File: src/source/core_mem_pkg.sv
//==============================
// Shared widths, vector numbering and
// queue depths for the memory slice
//==============================
`default_nettype none

package core_mem_pkg;

	// Bus widths
	localparam int data_w = 32;
	localparam int order_w = 2;
	localparam int lane_w = $clog2(data_w / 8);

	// Access-size codes
	localparam logic [order_w-1:0] order_byte = 2'd0;
	localparam logic [order_w-1:0] order_half = 2'd1;
	localparam logic [order_w-1:0] order_word = 2'd2;

	// Software vectors sit below the external interrupt range
	localparam int irq_num_w = 6;
	localparam int vector_w = 7;
	localparam int ext_vector_base = 64;
	localparam int ict_entries = 64;
	localparam int idt_entry_bytes = 4;

	// Queue depths
	localparam int exe_queue_depth = 4;
	localparam int exe_ptr_w = $clog2(exe_queue_depth);
	localparam int max_outstanding = 4;
	localparam int out_ptr_w = $clog2(max_outstanding);

	// Vector unit FSM encoding
	localparam logic [1:0] vec_st_idle = 2'd0;
	localparam logic [1:0] vec_st_req = 2'd1;
	localparam logic [1:0] vec_st_wait = 2'd2;

endpackage

`default_nettype wire

File: src/source/ldst_req_if.sv
//==============================
// Load/store request and read
// response link to the arbiter
//==============================
`timescale 1ns/100ps
`default_nettype none

interface ldst_req_if
	import core_mem_pkg::*;
();

	// Request taken when req is high and busy is low
	logic req;
	logic busy;
	logic [order_w-1:0] order;
	// 1 = read, 0 = write
	logic rw;
	logic [data_w-1:0] addr;
	logic [data_w-1:0] wdata;

	// One pulse per read, in issue order
	logic valid;
	logic [data_w-1:0] rdata;

	modport requester (output req, order, rw, addr, wdata, input busy, valid, rdata);
	modport arbiter (input req, order, rw, addr, wdata, output busy, valid, rdata);

endinterface

`default_nettype wire

File: src/source/exe_ldst_queue.sv
//==============================
// Execution-side load/store FIFO
// with load data alignment
//==============================
`timescale 1ns/100ps
`default_nettype none

module exe_ldst_queue
	import core_mem_pkg::*;
(
	input wire clock,
	input wire arst_n,
	input wire exe_req,
	output logic exe_busy,
	input wire [order_w-1:0] exe_order,
	input wire exe_rw,
	input wire [data_w-1:0] exe_addr,
	input wire [data_w-1:0] exe_wdata,
	output logic exe_valid,
	output logic [data_w-1:0] exe_rdata,
	ldst_req_if.requester mem
);

	// Request FIFO
	logic [order_w-1:0] q_order [exe_queue_depth];
	logic q_rw [exe_queue_depth];
	logic [data_w-1:0] q_addr [exe_queue_depth];
	logic [data_w-1:0] q_wdata [exe_queue_depth];
	logic [exe_ptr_w-1:0] wr_ptr;
	logic [exe_ptr_w-1:0] rd_ptr;
	logic [exe_ptr_w:0] count;
	logic push;
	logic pop;
	logic [data_w-1:0] lane_wdata;

	// Size and byte offset of each read in flight
	logic [order_w-1:0] pend_order [max_outstanding];
	logic [lane_w-1:0] pend_off [max_outstanding];
	logic [out_ptr_w-1:0] pend_wr;
	logic [out_ptr_w-1:0] pend_rd;
	logic [data_w-1:0] shifted;

	assign exe_busy = (count == (exe_ptr_w + 1)'(exe_queue_depth));
	assign push = exe_req && !exe_busy;
	assign pop = mem.req && !mem.busy;

	// Store data copied into every lane of its size
	always_comb begin
		case (exe_order)
			order_byte: lane_wdata = {4{exe_wdata[7:0]}};
			order_half: lane_wdata = {2{exe_wdata[15:0]}};
			default: lane_wdata = exe_wdata;
		endcase
	end

	always_ff @(posedge clock) begin
		if (push) begin
			q_order[wr_ptr] <= exe_order;
			q_rw[wr_ptr] <= exe_rw;
			q_addr[wr_ptr] <= exe_addr;
			q_wdata[wr_ptr] <= lane_wdata;
		end
		if (pop && q_rw[rd_ptr]) begin
			pend_order[pend_wr] <= q_order[rd_ptr];
			pend_off[pend_wr] <= q_addr[rd_ptr][lane_w-1:0];
		end
	end

	always_ff @(posedge clock or negedge arst_n) begin
		if (!arst_n) begin
			wr_ptr <= '0;
			rd_ptr <= '0;
			count <= '0;
			pend_wr <= '0;
			pend_rd <= '0;
		end else begin
			if (push)
				wr_ptr <= wr_ptr + 1'b1;
			if (pop)
				rd_ptr <= rd_ptr + 1'b1;
			if (push && !pop)
				count <= count + 1'b1;
			else if (pop && !push)
				count <= count - 1'b1;
			if (pop && q_rw[rd_ptr])
				pend_wr <= pend_wr + 1'b1;
			if (mem.valid)
				pend_rd <= pend_rd + 1'b1;
		end
	end

	// Head of the FIFO drives the link
	assign mem.req = (count != '0);
	assign mem.order = q_order[rd_ptr];
	assign mem.rw = q_rw[rd_ptr];
	assign mem.addr = q_addr[rd_ptr];
	assign mem.wdata = q_wdata[rd_ptr];

	// Addressed lane moves down to bit 0, then zero-extended
	assign shifted = mem.rdata >> {pend_off[pend_rd], 3'b000};

	always_comb begin
		case (pend_order[pend_rd])
			order_byte: exe_rdata = data_w'(shifted[7:0]);
			order_half: exe_rdata = data_w'(shifted[15:0]);
			default: exe_rdata = shifted;
		endcase
	end

	assign exe_valid = mem.valid;

endmodule

`default_nettype wire

File: src/source/irq_vector_unit.sv
//==============================
// Interrupt vector unit with ICT, selection
// and descriptor-table handler fetch
//==============================
`timescale 1ns/100ps
`default_nettype none

module irq_vector_unit
	import core_mem_pkg::*;
(
	input wire clock,
	input wire arst_n,
	// External interrupt
	input wire irq_valid,
	input wire [irq_num_w-1:0] irq_num,
	output logic irq_ack,
	// Software interrupt
	input wire swi_req,
	input wire [irq_num_w-1:0] swi_num,
	output logic swi_ack,
	// Configuration table write
	input wire ict_write,
	input wire [irq_num_w-1:0] ict_entry,
	input wire ict_mask,
	input wire ict_valid,
	input wire [data_w-1:0] idt_base,
	// New program counter
	output logic pc_set,
	output logic [data_w-1:0] pc,
	ldst_req_if.requester mem
);

	logic [ict_entries-1:0] ict_mask_q;
	logic [ict_entries-1:0] ict_valid_q;
	logic [1:0] state;
	logic take;
	logic [vector_w-1:0] sel_vector;
	logic [data_w-1:0] fetch_addr;
	logic fetch_done;

	// One mask and one valid bit per table entry
	always_ff @(posedge clock or negedge arst_n) begin
		if (!arst_n) begin
			ict_mask_q <= '0;
			ict_valid_q <= '0;
		end else if (ict_write) begin
			ict_mask_q[ict_entry] <= ict_mask;
			ict_valid_q[ict_entry] <= ict_valid;
		end
	end

	// Software first when idle
	always_comb begin
		swi_ack = 1'b0;
		irq_ack = 1'b0;
		take = 1'b0;
		sel_vector = '0;
		if (state == vec_st_idle) begin
			if (swi_req) begin
				swi_ack = 1'b1;
				take = 1'b1;
				sel_vector = vector_w'(swi_num);
			end else if (irq_valid) begin
				irq_ack = 1'b1;
				// Masked or invalid entries are dropped after the ack
				if (ict_valid_q[irq_num] && !ict_mask_q[irq_num]) begin
					take = 1'b1;
					sel_vector = vector_w'(ext_vector_base) + vector_w'(irq_num);
				end
			end
		end
	end

	// Descriptor address for the selected vector
	always_ff @(posedge clock) begin
		if (take)
			fetch_addr <= idt_base + data_w'(sel_vector) * data_w'(idt_entry_bytes);
	end

	assign fetch_done = (state == vec_st_wait) && mem.valid;

	always_ff @(posedge clock or negedge arst_n) begin
		if (!arst_n) begin
			state <= vec_st_idle;
			pc_set <= 1'b0;
		end else begin
			pc_set <= fetch_done;
			case (state)
				vec_st_idle: begin
					if (take)
						state <= vec_st_req;
				end
				vec_st_req: begin
					if (!mem.busy)
						state <= vec_st_wait;
				end
				vec_st_wait: begin
					if (mem.valid)
						state <= vec_st_idle;
				end
				default: state <= vec_st_idle;
			endcase
		end
	end

	// Handler address
	always_ff @(posedge clock) begin
		if (fetch_done)
			pc <= mem.rdata;
	end

	// Word read of the descriptor entry
	assign mem.req = (state == vec_st_req);
	assign mem.rw = 1'b1;
	assign mem.order = order_word;
	assign mem.addr = fetch_addr;
	assign mem.wdata = '0;

endmodule

`default_nettype wire

File: src/source/ldst_pipe_arbiter.sv
//==============================
// Joins both requesters onto the data
// port and routes reads by owner
//==============================
`timescale 1ns/100ps
`default_nettype none

module ldst_pipe_arbiter
	import core_mem_pkg::*;
(
	input wire clock,
	input wire arst_n,
	ldst_req_if.arbiter exe_side,
	ldst_req_if.arbiter vec_side,
	// Data-memory port
	output logic data_req,
	input wire data_lock,
	output logic [order_w-1:0] data_order,
	output logic data_rw,
	output logic [data_w-1:0] data_addr,
	output logic [data_w-1:0] data_wdata,
	input wire data_valid,
	input wire [data_w-1:0] data_rdata
);

	// Owner bit set marks a vector-side read in flight
	logic owner_q [max_outstanding];
	logic [out_ptr_w-1:0] own_wr;
	logic [out_ptr_w-1:0] own_rd;
	logic [out_ptr_w:0] inflight;
	logic rd_full;
	logic sel_vec;
	logic accept;
	logic rd_push;

	assign rd_full = (inflight == (out_ptr_w + 1)'(max_outstanding));

	// Vector side wins whenever it requests
	assign sel_vec = vec_side.req;

	assign data_req = (vec_side.req || exe_side.req) && !rd_full;
	assign data_order = sel_vec ? vec_side.order : exe_side.order;
	assign data_rw = sel_vec ? vec_side.rw : exe_side.rw;
	assign data_addr = sel_vec ? vec_side.addr : exe_side.addr;
	assign data_wdata = sel_vec ? vec_side.wdata : exe_side.wdata;

	assign accept = data_req && !data_lock;
	assign rd_push = accept && data_rw;

	assign vec_side.busy = data_lock || rd_full;
	assign exe_side.busy = data_lock || rd_full || vec_side.req;

	always_ff @(posedge clock) begin
		if (rd_push)
			owner_q[own_wr] <= sel_vec;
	end

	always_ff @(posedge clock or negedge arst_n) begin
		if (!arst_n) begin
			own_wr <= '0;
			own_rd <= '0;
			inflight <= '0;
		end else begin
			if (rd_push)
				own_wr <= own_wr + 1'b1;
			if (data_valid)
				own_rd <= own_rd + 1'b1;
			if (rd_push && !data_valid)
				inflight <= inflight + 1'b1;
			else if (data_valid && !rd_push)
				inflight <= inflight - 1'b1;
		end
	end

	// Responses return in order, so the oldest owner takes this one
	assign vec_side.valid = data_valid && owner_q[own_rd];
	assign exe_side.valid = data_valid && !owner_q[own_rd];
	assign vec_side.rdata = data_rdata;
	assign exe_side.rdata = data_rdata;

endmodule

`default_nettype wire

File: src/source/core_mem_top.sv
//==============================
// Load/store and interrupt-vector
// slice on one data-memory port
//==============================
`timescale 1ns/100ps
`default_nettype none

module core_mem_top
	import core_mem_pkg::*;
(
	input wire clock,
	input wire arst_n,
	// Execution load/store
	input wire exe_req,
	output logic exe_busy,
	input wire [order_w-1:0] exe_order,
	input wire exe_rw,
	input wire [data_w-1:0] exe_addr,
	input wire [data_w-1:0] exe_wdata,
	output logic exe_valid,
	output logic [data_w-1:0] exe_rdata,
	// Interrupts
	input wire irq_valid,
	input wire [irq_num_w-1:0] irq_num,
	output logic irq_ack,
	input wire swi_req,
	input wire [irq_num_w-1:0] swi_num,
	output logic swi_ack,
	// Configuration table
	input wire ict_write,
	input wire [irq_num_w-1:0] ict_entry,
	input wire ict_mask,
	input wire ict_valid,
	input wire [data_w-1:0] idt_base,
	output logic pc_set,
	output logic [data_w-1:0] pc,
	// Data memory
	output logic data_req,
	input wire data_lock,
	output logic [order_w-1:0] data_order,
	output logic data_rw,
	output logic [data_w-1:0] data_addr,
	output logic [data_w-1:0] data_wdata,
	input wire data_valid,
	input wire [data_w-1:0] data_rdata
);

	ldst_req_if exe_ldst ();
	ldst_req_if vec_ldst ();

	exe_ldst_queue u_exe_ldst_queue (
		.clock(clock),
		.arst_n(arst_n),
		.exe_req(exe_req),
		.exe_busy(exe_busy),
		.exe_order(exe_order),
		.exe_rw(exe_rw),
		.exe_addr(exe_addr),
		.exe_wdata(exe_wdata),
		.exe_valid(exe_valid),
		.exe_rdata(exe_rdata),
		.mem(exe_ldst.requester)
	);

	irq_vector_unit u_irq_vector_unit (
		.clock(clock),
		.arst_n(arst_n),
		.irq_valid(irq_valid),
		.irq_num(irq_num),
		.irq_ack(irq_ack),
		.swi_req(swi_req),
		.swi_num(swi_num),
		.swi_ack(swi_ack),
		.ict_write(ict_write),
		.ict_entry(ict_entry),
		.ict_mask(ict_mask),
		.ict_valid(ict_valid),
		.idt_base(idt_base),
		.pc_set(pc_set),
		.pc(pc),
		.mem(vec_ldst.requester)
	);

	ldst_pipe_arbiter u_ldst_pipe_arbiter (
		.clock(clock),
		.arst_n(arst_n),
		.exe_side(exe_ldst.arbiter),
		.vec_side(vec_ldst.arbiter),
		.data_req(data_req),
		.data_lock(data_lock),
		.data_order(data_order),
		.data_rw(data_rw),
		.data_addr(data_addr),
		.data_wdata(data_wdata),
		.data_valid(data_valid),
		.data_rdata(data_rdata)
	);

endmodule

`default_nettype wire

File: config.mk
export PLATFORM = sky130hd
export DESIGN_NAME = core_mem_top
export DESIGN_NICKNAME = d
export VERILOG_FILES = /design/src/source/core_mem_pkg.sv /design/src/source/ldst_req_if.sv /design/src/source/exe_ldst_queue.sv /design/src/source/irq_vector_unit.sv /design/src/source/ldst_pipe_arbiter.sv /design/src/source/core_mem_top.sv
export SDC_FILE = /design/constraint.sdc
export NUM_CORES = 1
export LEC_CHECK = 0
export ABC_AREA = 0
export BUFFER_PORTS_ARGS = -buffer_cell sky130_fd_sc_hd__buf_2
export CAP_MARGIN = 20
export CORE_ASPECT_RATIO = 0.8
export CORE_MARGIN = 1.5
export CORE_UTILIZATION = 40
export DETAILED_ROUTE_END_ITERATION = 10
export PLACE_DENSITY = 0.56
export RECOVER_POWER = 25
export SYNTH_ARGS = -nofsm -noshare
export SYNTH_HDL_FRONTEND = slang
export SYNTH_HIERARCHICAL = 1
export SYNTH_SLANG_ARGS = --single-unit
export TNS_END_PERCENT = 20
File: constraint.sdc
create_clock -name clock -period 5.1 [get_ports clock]
set_input_delay 1.275 -clock clock [delete_from_list [all_inputs] [get_ports clock]]
set_output_delay 1.275 -clock clock [all_outputs]
set_load 0.01 [all_outputs]
* After elaboration in Yosys (flattened, before gate mapping) *
Memories as Yosys holds them, arrays and structs flattened.
Cells that the tools add are included.

storage, ports and cells
  bits in registers = 213
  latch bits = 0
  RAM bits = 288
  ROM bits = 0
  word-level logic and storage cells = 122
  memories = 7

cells by class
  $add $sub $neg = 12
  $mul = 0
  divide/modulo/power cells = 0
  magnitude comparators = 3
  equality and inequality tests = 9
  shift-type cells = 1
  mux-type cells = 41
  bitwise operators = 0
  reduce and logical (&&, ||, !) cells = 35

memories
  memory                       words  bits a word  rd ports  clocked after memory_dff  write ports  RTL line              RTL
  u_exe_ldst_queue.q_addr      4      32           1         0                         1            exe_ldst_queue.sv:27  logic [data_w-1:0] q_addr [exe_queue_depth];
  u_exe_ldst_queue.q_wdata     4      32           1         0                         1            exe_ldst_queue.sv:28  logic [data_w-1:0] q_wdata [exe_queue_depth];
  u_exe_ldst_queue.pend_off    4      2            1         0                         1            exe_ldst_queue.sv:38  logic [lane_w-1:0] pend_off [max_outstanding];
  u_exe_ldst_queue.pend_order  4      2            1         0                         1            exe_ldst_queue.sv:37  logic [order_w-1:0] pend_order [max_outstanding];
  u_exe_ldst_queue.q_order     4      2            1         0                         1            exe_ldst_queue.sv:25  logic [order_w-1:0] q_order [exe_queue_depth];
  u_exe_ldst_queue.q_rw        4      1            1         0                         1            exe_ldst_queue.sv:26  logic q_rw [exe_queue_depth];
  +1 memories                  n/a    n/a          n/a       n/a                       n/a          n/a

operators by type and width
  kind                 number
  $bwmux 64            2
  $pmux 32 s2          2
  $mux 32              2
  $add 32x9->32        1
  $shr 32x5->32        1
  $mux 7               4
  $mux 1               19
  $logic_and 1x1->1    15
  $lt 6x7->1 const B   2
  $add 2x1->2 const B  6
  $bmux 1 s6           2
  $mux 3               4
  $logic_not 1->1      10
  $mux 2               4
  $add 7x6->7 const A  1
  $add 3x1->3 const B  2
  $demux 1 s6          1
  $eq 2x1->1 const B   3
  $eq 3x3->1 const B   2
  $ge 6x1->1 const B   1
  $logic_not 2->1      3
  $pmux 2 s3           1
  $sub 3x1->3 const B  2
  $ne 2x1->1 const B   2
  6 further kinds      9

* Longest topological paths before layout *
  word-level depth = 10
  depth in mapped cells = 20
  depth with buffers taken out = 16

* Cells and area by module *
Netlist, hierarchy kept.

by module, submodules not included
  module             times used  cells each  area an instance (um^2)  sequential area each (um^2)
  exe_ldst_queue     1           559         11773.8                  8803.4
  irq_vector_unit    1           764         9201.3                   5200.0
  ldst_pipe_arbiter  1           186         1891.8                   295.3

* Least setup slack after synthesis *
No wires, ideal clock.

  path type = in2reg
  start point = input port irq_num[0]
  end point = register u_irq_vector_unit.fetch_addr[0], in the netlist u_irq_vector_unit/mem.addr[0] (enable)
  arrival time = 4871 ps
  path slack = -232 ps
  cell stages on the path = 8
  cells stage by stage = buf_2 -> or3b_2 -> o2111ai_1 -> nand4_1 -> nor4b_1 -> a311o_2 -> a41oi_2 -> nor3_1

on the way
  word-level cells in the longest chain between the ends = 8
  elaborated cells between the ends (all ways) = 10
  those cells by class = mux: 8; reduce/logical: 2

RTL lines
  item                          RTL line               RTL
  start: declaration            core_mem_top.sv:24     input wire [irq_num_w-1:0] irq_num,
  $bmux 1 s6                    irq_vector_unit.sv:66  if (ict_valid_q[irq_num] && !ict_mask_q[irq_num]) begin
  $mux 1 (not written as such)  irq_vector_unit.sv:66
  $logic_not 1->1               irq_vector_unit.sv:66
  $logic_and 1x1->1 (*)         irq_vector_unit.sv:66
  $mux 1 (*)                    irq_vector_unit.sv:66
  $mux 1 (*)                    irq_vector_unit.sv:63  end else if (irq_valid) begin
  $mux 1 (*)                    irq_vector_unit.sv:59  if (swi_req) begin
  $mux 1 (*)                    irq_vector_unit.sv:58  if (state == vec_st_idle) begin
  net u_irq_vector_unit.take    irq_vector_unit.sv:36  logic take;
  end signal: assignment        irq_vector_unit.sv:77  fetch_addr <= idt_base + data_w'(sel_vector) * data_w'(idt_entry_bytes);
  end: declaration              irq_vector_unit.sv:38  logic [data_w-1:0] fetch_addr;

Mark *: on every way through the listed nets, which the timed path passes. The rest lies on a longest branch. The select of a mux whose other input is x is not followed.
A chain may end at the register's enable or synchronous reset.

* Worst setup path after layout *
  start point = input port irq_num[2]
  end point = register u_irq_vector_unit.fetch_addr[28], in the netlist u_irq_vector_unit/mem.addr[28], data pin

on the way
  word-level cells in the longest chain between the ends = 9
  elaborated cells between the ends (all ways) = 12
  those cells by class = add/sub: 2; mux: 8; reduce/logical: 2

RTL lines
  item                          RTL line
  $bmux 1 s6                    irq_vector_unit.sv:66
  $mux 1 (not written as such)  irq_vector_unit.sv:66
  $logic_not 1->1               irq_vector_unit.sv:66
  $logic_and 1x1->1             irq_vector_unit.sv:66
  $mux 7 (*)                    irq_vector_unit.sv:66
  $mux 7 (*)                    irq_vector_unit.sv:63
  $mux 7 (*)                    irq_vector_unit.sv:59
  $mux 7 (*)                    irq_vector_unit.sv:58
  $add 32x9->32 (*)             irq_vector_unit.sv:77

Mark *: on every way between the ends. The rest lies on a longest branch, timed or not. The select of a mux whose other input is x is not followed.

==> flow_metrics.py <==
metrics = {
    "status": {
        "status": "finished, violations left",
        "violations": "max-capacitance violations, max-slew violations",
    },
    "sta": {
        "finalHoldViolations": 0,
        "slew-limit-headroom_pct": -51.9,
        "grt_setup_unrepaired": "no",
        "finClkSkew_ps": 21.1,
        "setup_viol": 0,
        "fin_crit_sh_pct": 89.6,
        "slew_viol_final": 90,
        "worst_slew_pin_slew_ps": 2280,
        "fin_crit_ps": 4570,
        "max_freq_mhz": 219,
        "timing.final.ws_setup_ps": 532,
    },
    "floorplan": {
        "die_x_um": 270,
        "pin_count": 296,
        "row_count": 78,
        "die_y_um": 217,
        "core_um2": 56600,
        "start_util_pct": 40.4,
        "die-area_um2": 58600,
    },
    "place": {
        "gp_congestion": 0.868,
        "placed_cell_area_um2": 24800,
        "io_buffers": 295,
        "place_ws_ps": -60.7,
        "dp_hpwl_mm": 36.0,
    },
    "worst_hold_path": {
        "holdPathStages": 1,
        "min-delay-start": "u_ldst_pipe_arbiter/inflight[2]",
        "hold_class": "register to register",
        "hold_end": "u_ldst_pipe_arbiter/inflight[2]",
    },
    "critical_path": {
        "cp_cell_sequence": "buf_2 -> or2_4 -> or4_1 -> nand4_1 -> nor4b_1 -> a311o_2 -> nand3_2 -> o21ai_0 -> ha_1 -> fa_1 -> a21o_1 -> a21oi_1 -> o21bai_1 -> a21o_1 -> a21oi_1 -> buf_4 -> nor4_1 -> xor2_1",
        "reg2regPathDepth": 17,
        "crit_family": "compound AO/OA/AOI/OAI gates",
        "r2r-start": "u_irq_vector_unit/ict_valid_q[42]",
        "critical_path_required_ps": 5440,
        "critPathLaunchType": "input pin",
        "critPathArrivalTime_ps": 4910,
        "max_stage_delay_ps": 490,
        "cp-end-kind": "register",
        "ff2ff_setup_slack_ps": 1050,
        "crit_slowest_cell": "or4_1",
        "cp_num_buf_inv": 2,
        "crit_fanout": 11,
        "path_class": "input pin to register",
        "reg2reg_to": "u_irq_vector_unit/mem.addr[28]",
    },
    "clock_network": {
        "cts_made_buffers": 52,
        "cts_hold_buffers": 0,
        "cts.path.max_buffers": 3,
        "postCtsSetupRepairBufs": 0,
        "insertion_delay_ps": 620,
        "clockRootBuffer": "clkbuf_16",
        "cts_tree": "built",
        "clk_pin_slew_ps": 60,
        "post_cts_resized": 0,
        "cts.sinks": 501,
        "h-tree-depth": 2,
    },
    "yosys": {
        "syn_area_um2": 22900,
        "synthCells": 1509,
        "yosysUniqueCellTypes": 69,
        "synth_ff_type": "edfxtp_1",
        "synth_area_per_cell_um2": 15.2,
        "synthArstFlopShare_pct": 29.7,
        "seq_area_frac_synth_pct": 62.5,
        "synth_seq_cells": 501,
        "synth_warnings": 6,
        "synth_edf_count": 352,
    },
    "power_and_ir_drop": {
        "ir_drop_mv": 0.313,
        "p_leak_nw": 10.2,
        "powerDensity_nw_per_um2": 525,
    },
    "global_routing": {
        "gr-total-overflow": 0,
        "grt_usage_pct": 18.4,
        "grt_max_degree": 90,
        "antenna_found_initial": 8,
        "grt_pass1_vias": 13500,
        "grt_pass1_wl_mm": 82.4,
    },
    "routing": {
        "vias_per_cell": 5.08,
        "num_vias": 13000,
        "wl_per_cell_um": 21.1,
        "route.antenna.remaining_nets": 0,
        "postRouteWirelength_mm": 54.1,
        "drcViolationCount": 0,
        "drtIter0Drc": 771,
        "firstDrtPassIters": 7,
    },
    "cells_and_area": {
        "stdcell_area_um2": 26400,
        "drive_gt1_share_pct": 36.1,
        "areaGrowthSynthToFinish_pct": 15.5,
        "finalNetCount": 1948,
    },
    "flow_run": {
        "cap_violations": 1,
    },
}
-- worst max path at each step --
stage / from / to / slack, ps / cells past startpoint
2_1_floorplan: irq_num[0] / u_irq_vector_unit/mem.addr[28] / 170 / 18
3_3_place_gp: irq_num[2] / u_irq_vector_unit/mem.addr[28] / -50 / 18
3_5_place_dp: irq_num[2] / u_irq_vector_unit/mem.addr[28] / -60 / 18
6_report: irq_num[2] / u_irq_vector_unit/mem.addr[28] / 530 / 18
4_1_cts: u_exe_ldst_queue/pend_rd[0] / exe_rdata[13] / 510 / 5
5_1_grt: irq_num[0] / u_irq_vector_unit/mem.addr[28] / 330 / 19
-- report_power, final --
part / switching [mW] / internal [mW]
Clock: 1.60 / 2.23
Sequential: 0.374 / 5.26
Combinational: 2.36 / 2.05
-- worst reg2reg max path, delay by kind of cell (launching register included) --
family | cells | cell delay [ps]
AO/OA/AOI/OAI | 7 | 1350
XOR/XNOR | 1 | 160
adder cells (fa/ha/maj) | 2 | 620
buffers and inverters | 1 | 220
flip-flops | 1 | 370
AND/OR/NAND/NOR | 6 | 1060
-- synthesized netlist by cell type, drive strengths merged (25+ instances only) --
cell type	n	share of area, %
nand2b	25	0.68
dfrtp	149	16
buf	136	4.1
nor2	86	1.4
nand2	89	1.5
edfxtp	352	46
inv	26	0.43
mux4	72	7.1
o21ai	30	0.66
clkbuf	34	0.56
mux2	208	10
nor3b	30	1.0
-- layer usage --
| metal | track usage [%] | share of wire, % |
|---|---|---|
| met2 | 28.3 | 45 |
| met3 | 4.91 | 6.8 |
| met1 | 25.8 | 46 |
| met4 | 5.25 | 2.0 |
| met5 | 0 | 0.13 |
-- layout by cell type, fill, tap and decap left out, types with 5 or more instances in the layout --
| master | synthesis | layout |
|---|---|---|
| edfxtp_1 | 352 | 352 |
| buf_2 | 25 | 223 |
| mux2_2 | 206 | 206 |
| dfrtp_1 | 149 | 147 |
| nand2_1 | 89 | 89 |
| nor2_1 | 85 | 85 |
| clkbuf_1 | 34 | 76 |
| mux4_2 | 72 | 72 |
| clkbuf_16 | 0 | 52 |
| buf_4 | 100 | 38 |
| conb_1 | 2 | 35 |
| o21ai_0 | 30 | 30 |
| nor3b_1 | 29 | 29 |
| inv_1 | 26 | 26 |
| nand2b_1 | 25 | 25 |
| mux2i_1 | 24 | 24 |
| xnor2_1 | 24 | 24 |
| ha_1 | 21 | 21 |
| xor2_1 | 19 | 19 |
| and2_1 | 21 | 17 |
| nor2b_1 | 17 | 16 |
| a21oi_1 | 15 | 15 |
| nor3_1 | 14 | 13 |
| clkinv_1 | 0 | 10 |
| clkinv_2 | 0 | 10 |
| a211oi_1 | 9 | 9 |
| and3_1 | 9 | 9 |
| a2bb2oi_1 | 8 | 8 |
| nand4_1 | 8 | 8 |
| nand3_1 | 8 | 8 |
| bufinv_16 | 0 | 6 |
| buf_12 | 0 | 6 |
| nor4_1 | 5 | 5 |
| o2111ai_1 | 5 | 5 |
| nand3b_1 | 5 | 5 |
-- cell families after synthesis --
kind of cell / share of synthesized area, %
compound gates: 3.06
simple gates: 7.79
flops: 62.5
fa+ha+maj: 1.41
buf+inv: 5.13
xor+xnor: 1.65
mux: 18.4
other cells: 0.0328
-- flip-flops by register name, indices dropped and copies added (netlist names) --
| name | cells |
|---|---|
| u_exe_ldst_queue/q_addr | 128 |
| u_exe_ldst_queue/q_wdata | 128 |
| u_irq_vector_unit/ict_mask_q | 64 |
| u_irq_vector_unit/ict_valid_q | 64 |
| u_irq_vector_unit/mem.addr | 32 |
| u_irq_vector_unit/pc | 32 |
| u_exe_ldst_queue/pend_off | 8 |
| u_exe_ldst_queue/pend_order | 8 |
| u_exe_ldst_queue/q_order | 8 |
| u_exe_ldst_queue/q_rw | 4 |
| u_ldst_pipe_arbiter/owner_q | 4 |
| u_exe_ldst_queue/count | 3 |
| u_ldst_pipe_arbiter/inflight | 3 |
| u_exe_ldst_queue/pend_rd | 2 |
| u_exe_ldst_queue/pend_wr | 2 |
| u_exe_ldst_queue/rd_ptr | 2 |
| u_exe_ldst_queue/wr_ptr | 2 |
| u_irq_vector_unit/state | 2 |
| u_ldst_pipe_arbiter/own_rd | 2 |
| u_ldst_pipe_arbiter/own_wr | 2 |
| u_irq_vector_unit/pc_set | 1 |
-- cell type report --
cell class / instances / area, µm²
inverter: 26 / 97.6
sequential: 501 / 14300
clock inverter: 32 / 335
tap: 760 / 951
timing repair buffer: 339 / 1790
multi-input combinational: 845 / 7550
fill: 5067 / 30200
antenna: 1 / 2.50
clock buffer: 61 / 1380
-- stage by stage --
step / setup TNS (ps) / total power, mW / util (%) / hold slack, ps / std cells
2_1_floorplan: 0 / 8.61 / - / 432 / 1542
3_3_place_gp: -240 / 10.2 / 43.8 / 454 / 2471
3_5_place_dp: -359 / 10.2 / 43.8 / 453 / 2471
4_1_cts: 0 / 14.1 / 46.8 / 467 / 2564
5_1_grt: 0 / 14.6 / 46.7 / 490 / 2565
6_report: 0 / 13.9 / 46.7 / 466 / 2565
No activity file was read; power rests on OpenSTA's default activity.
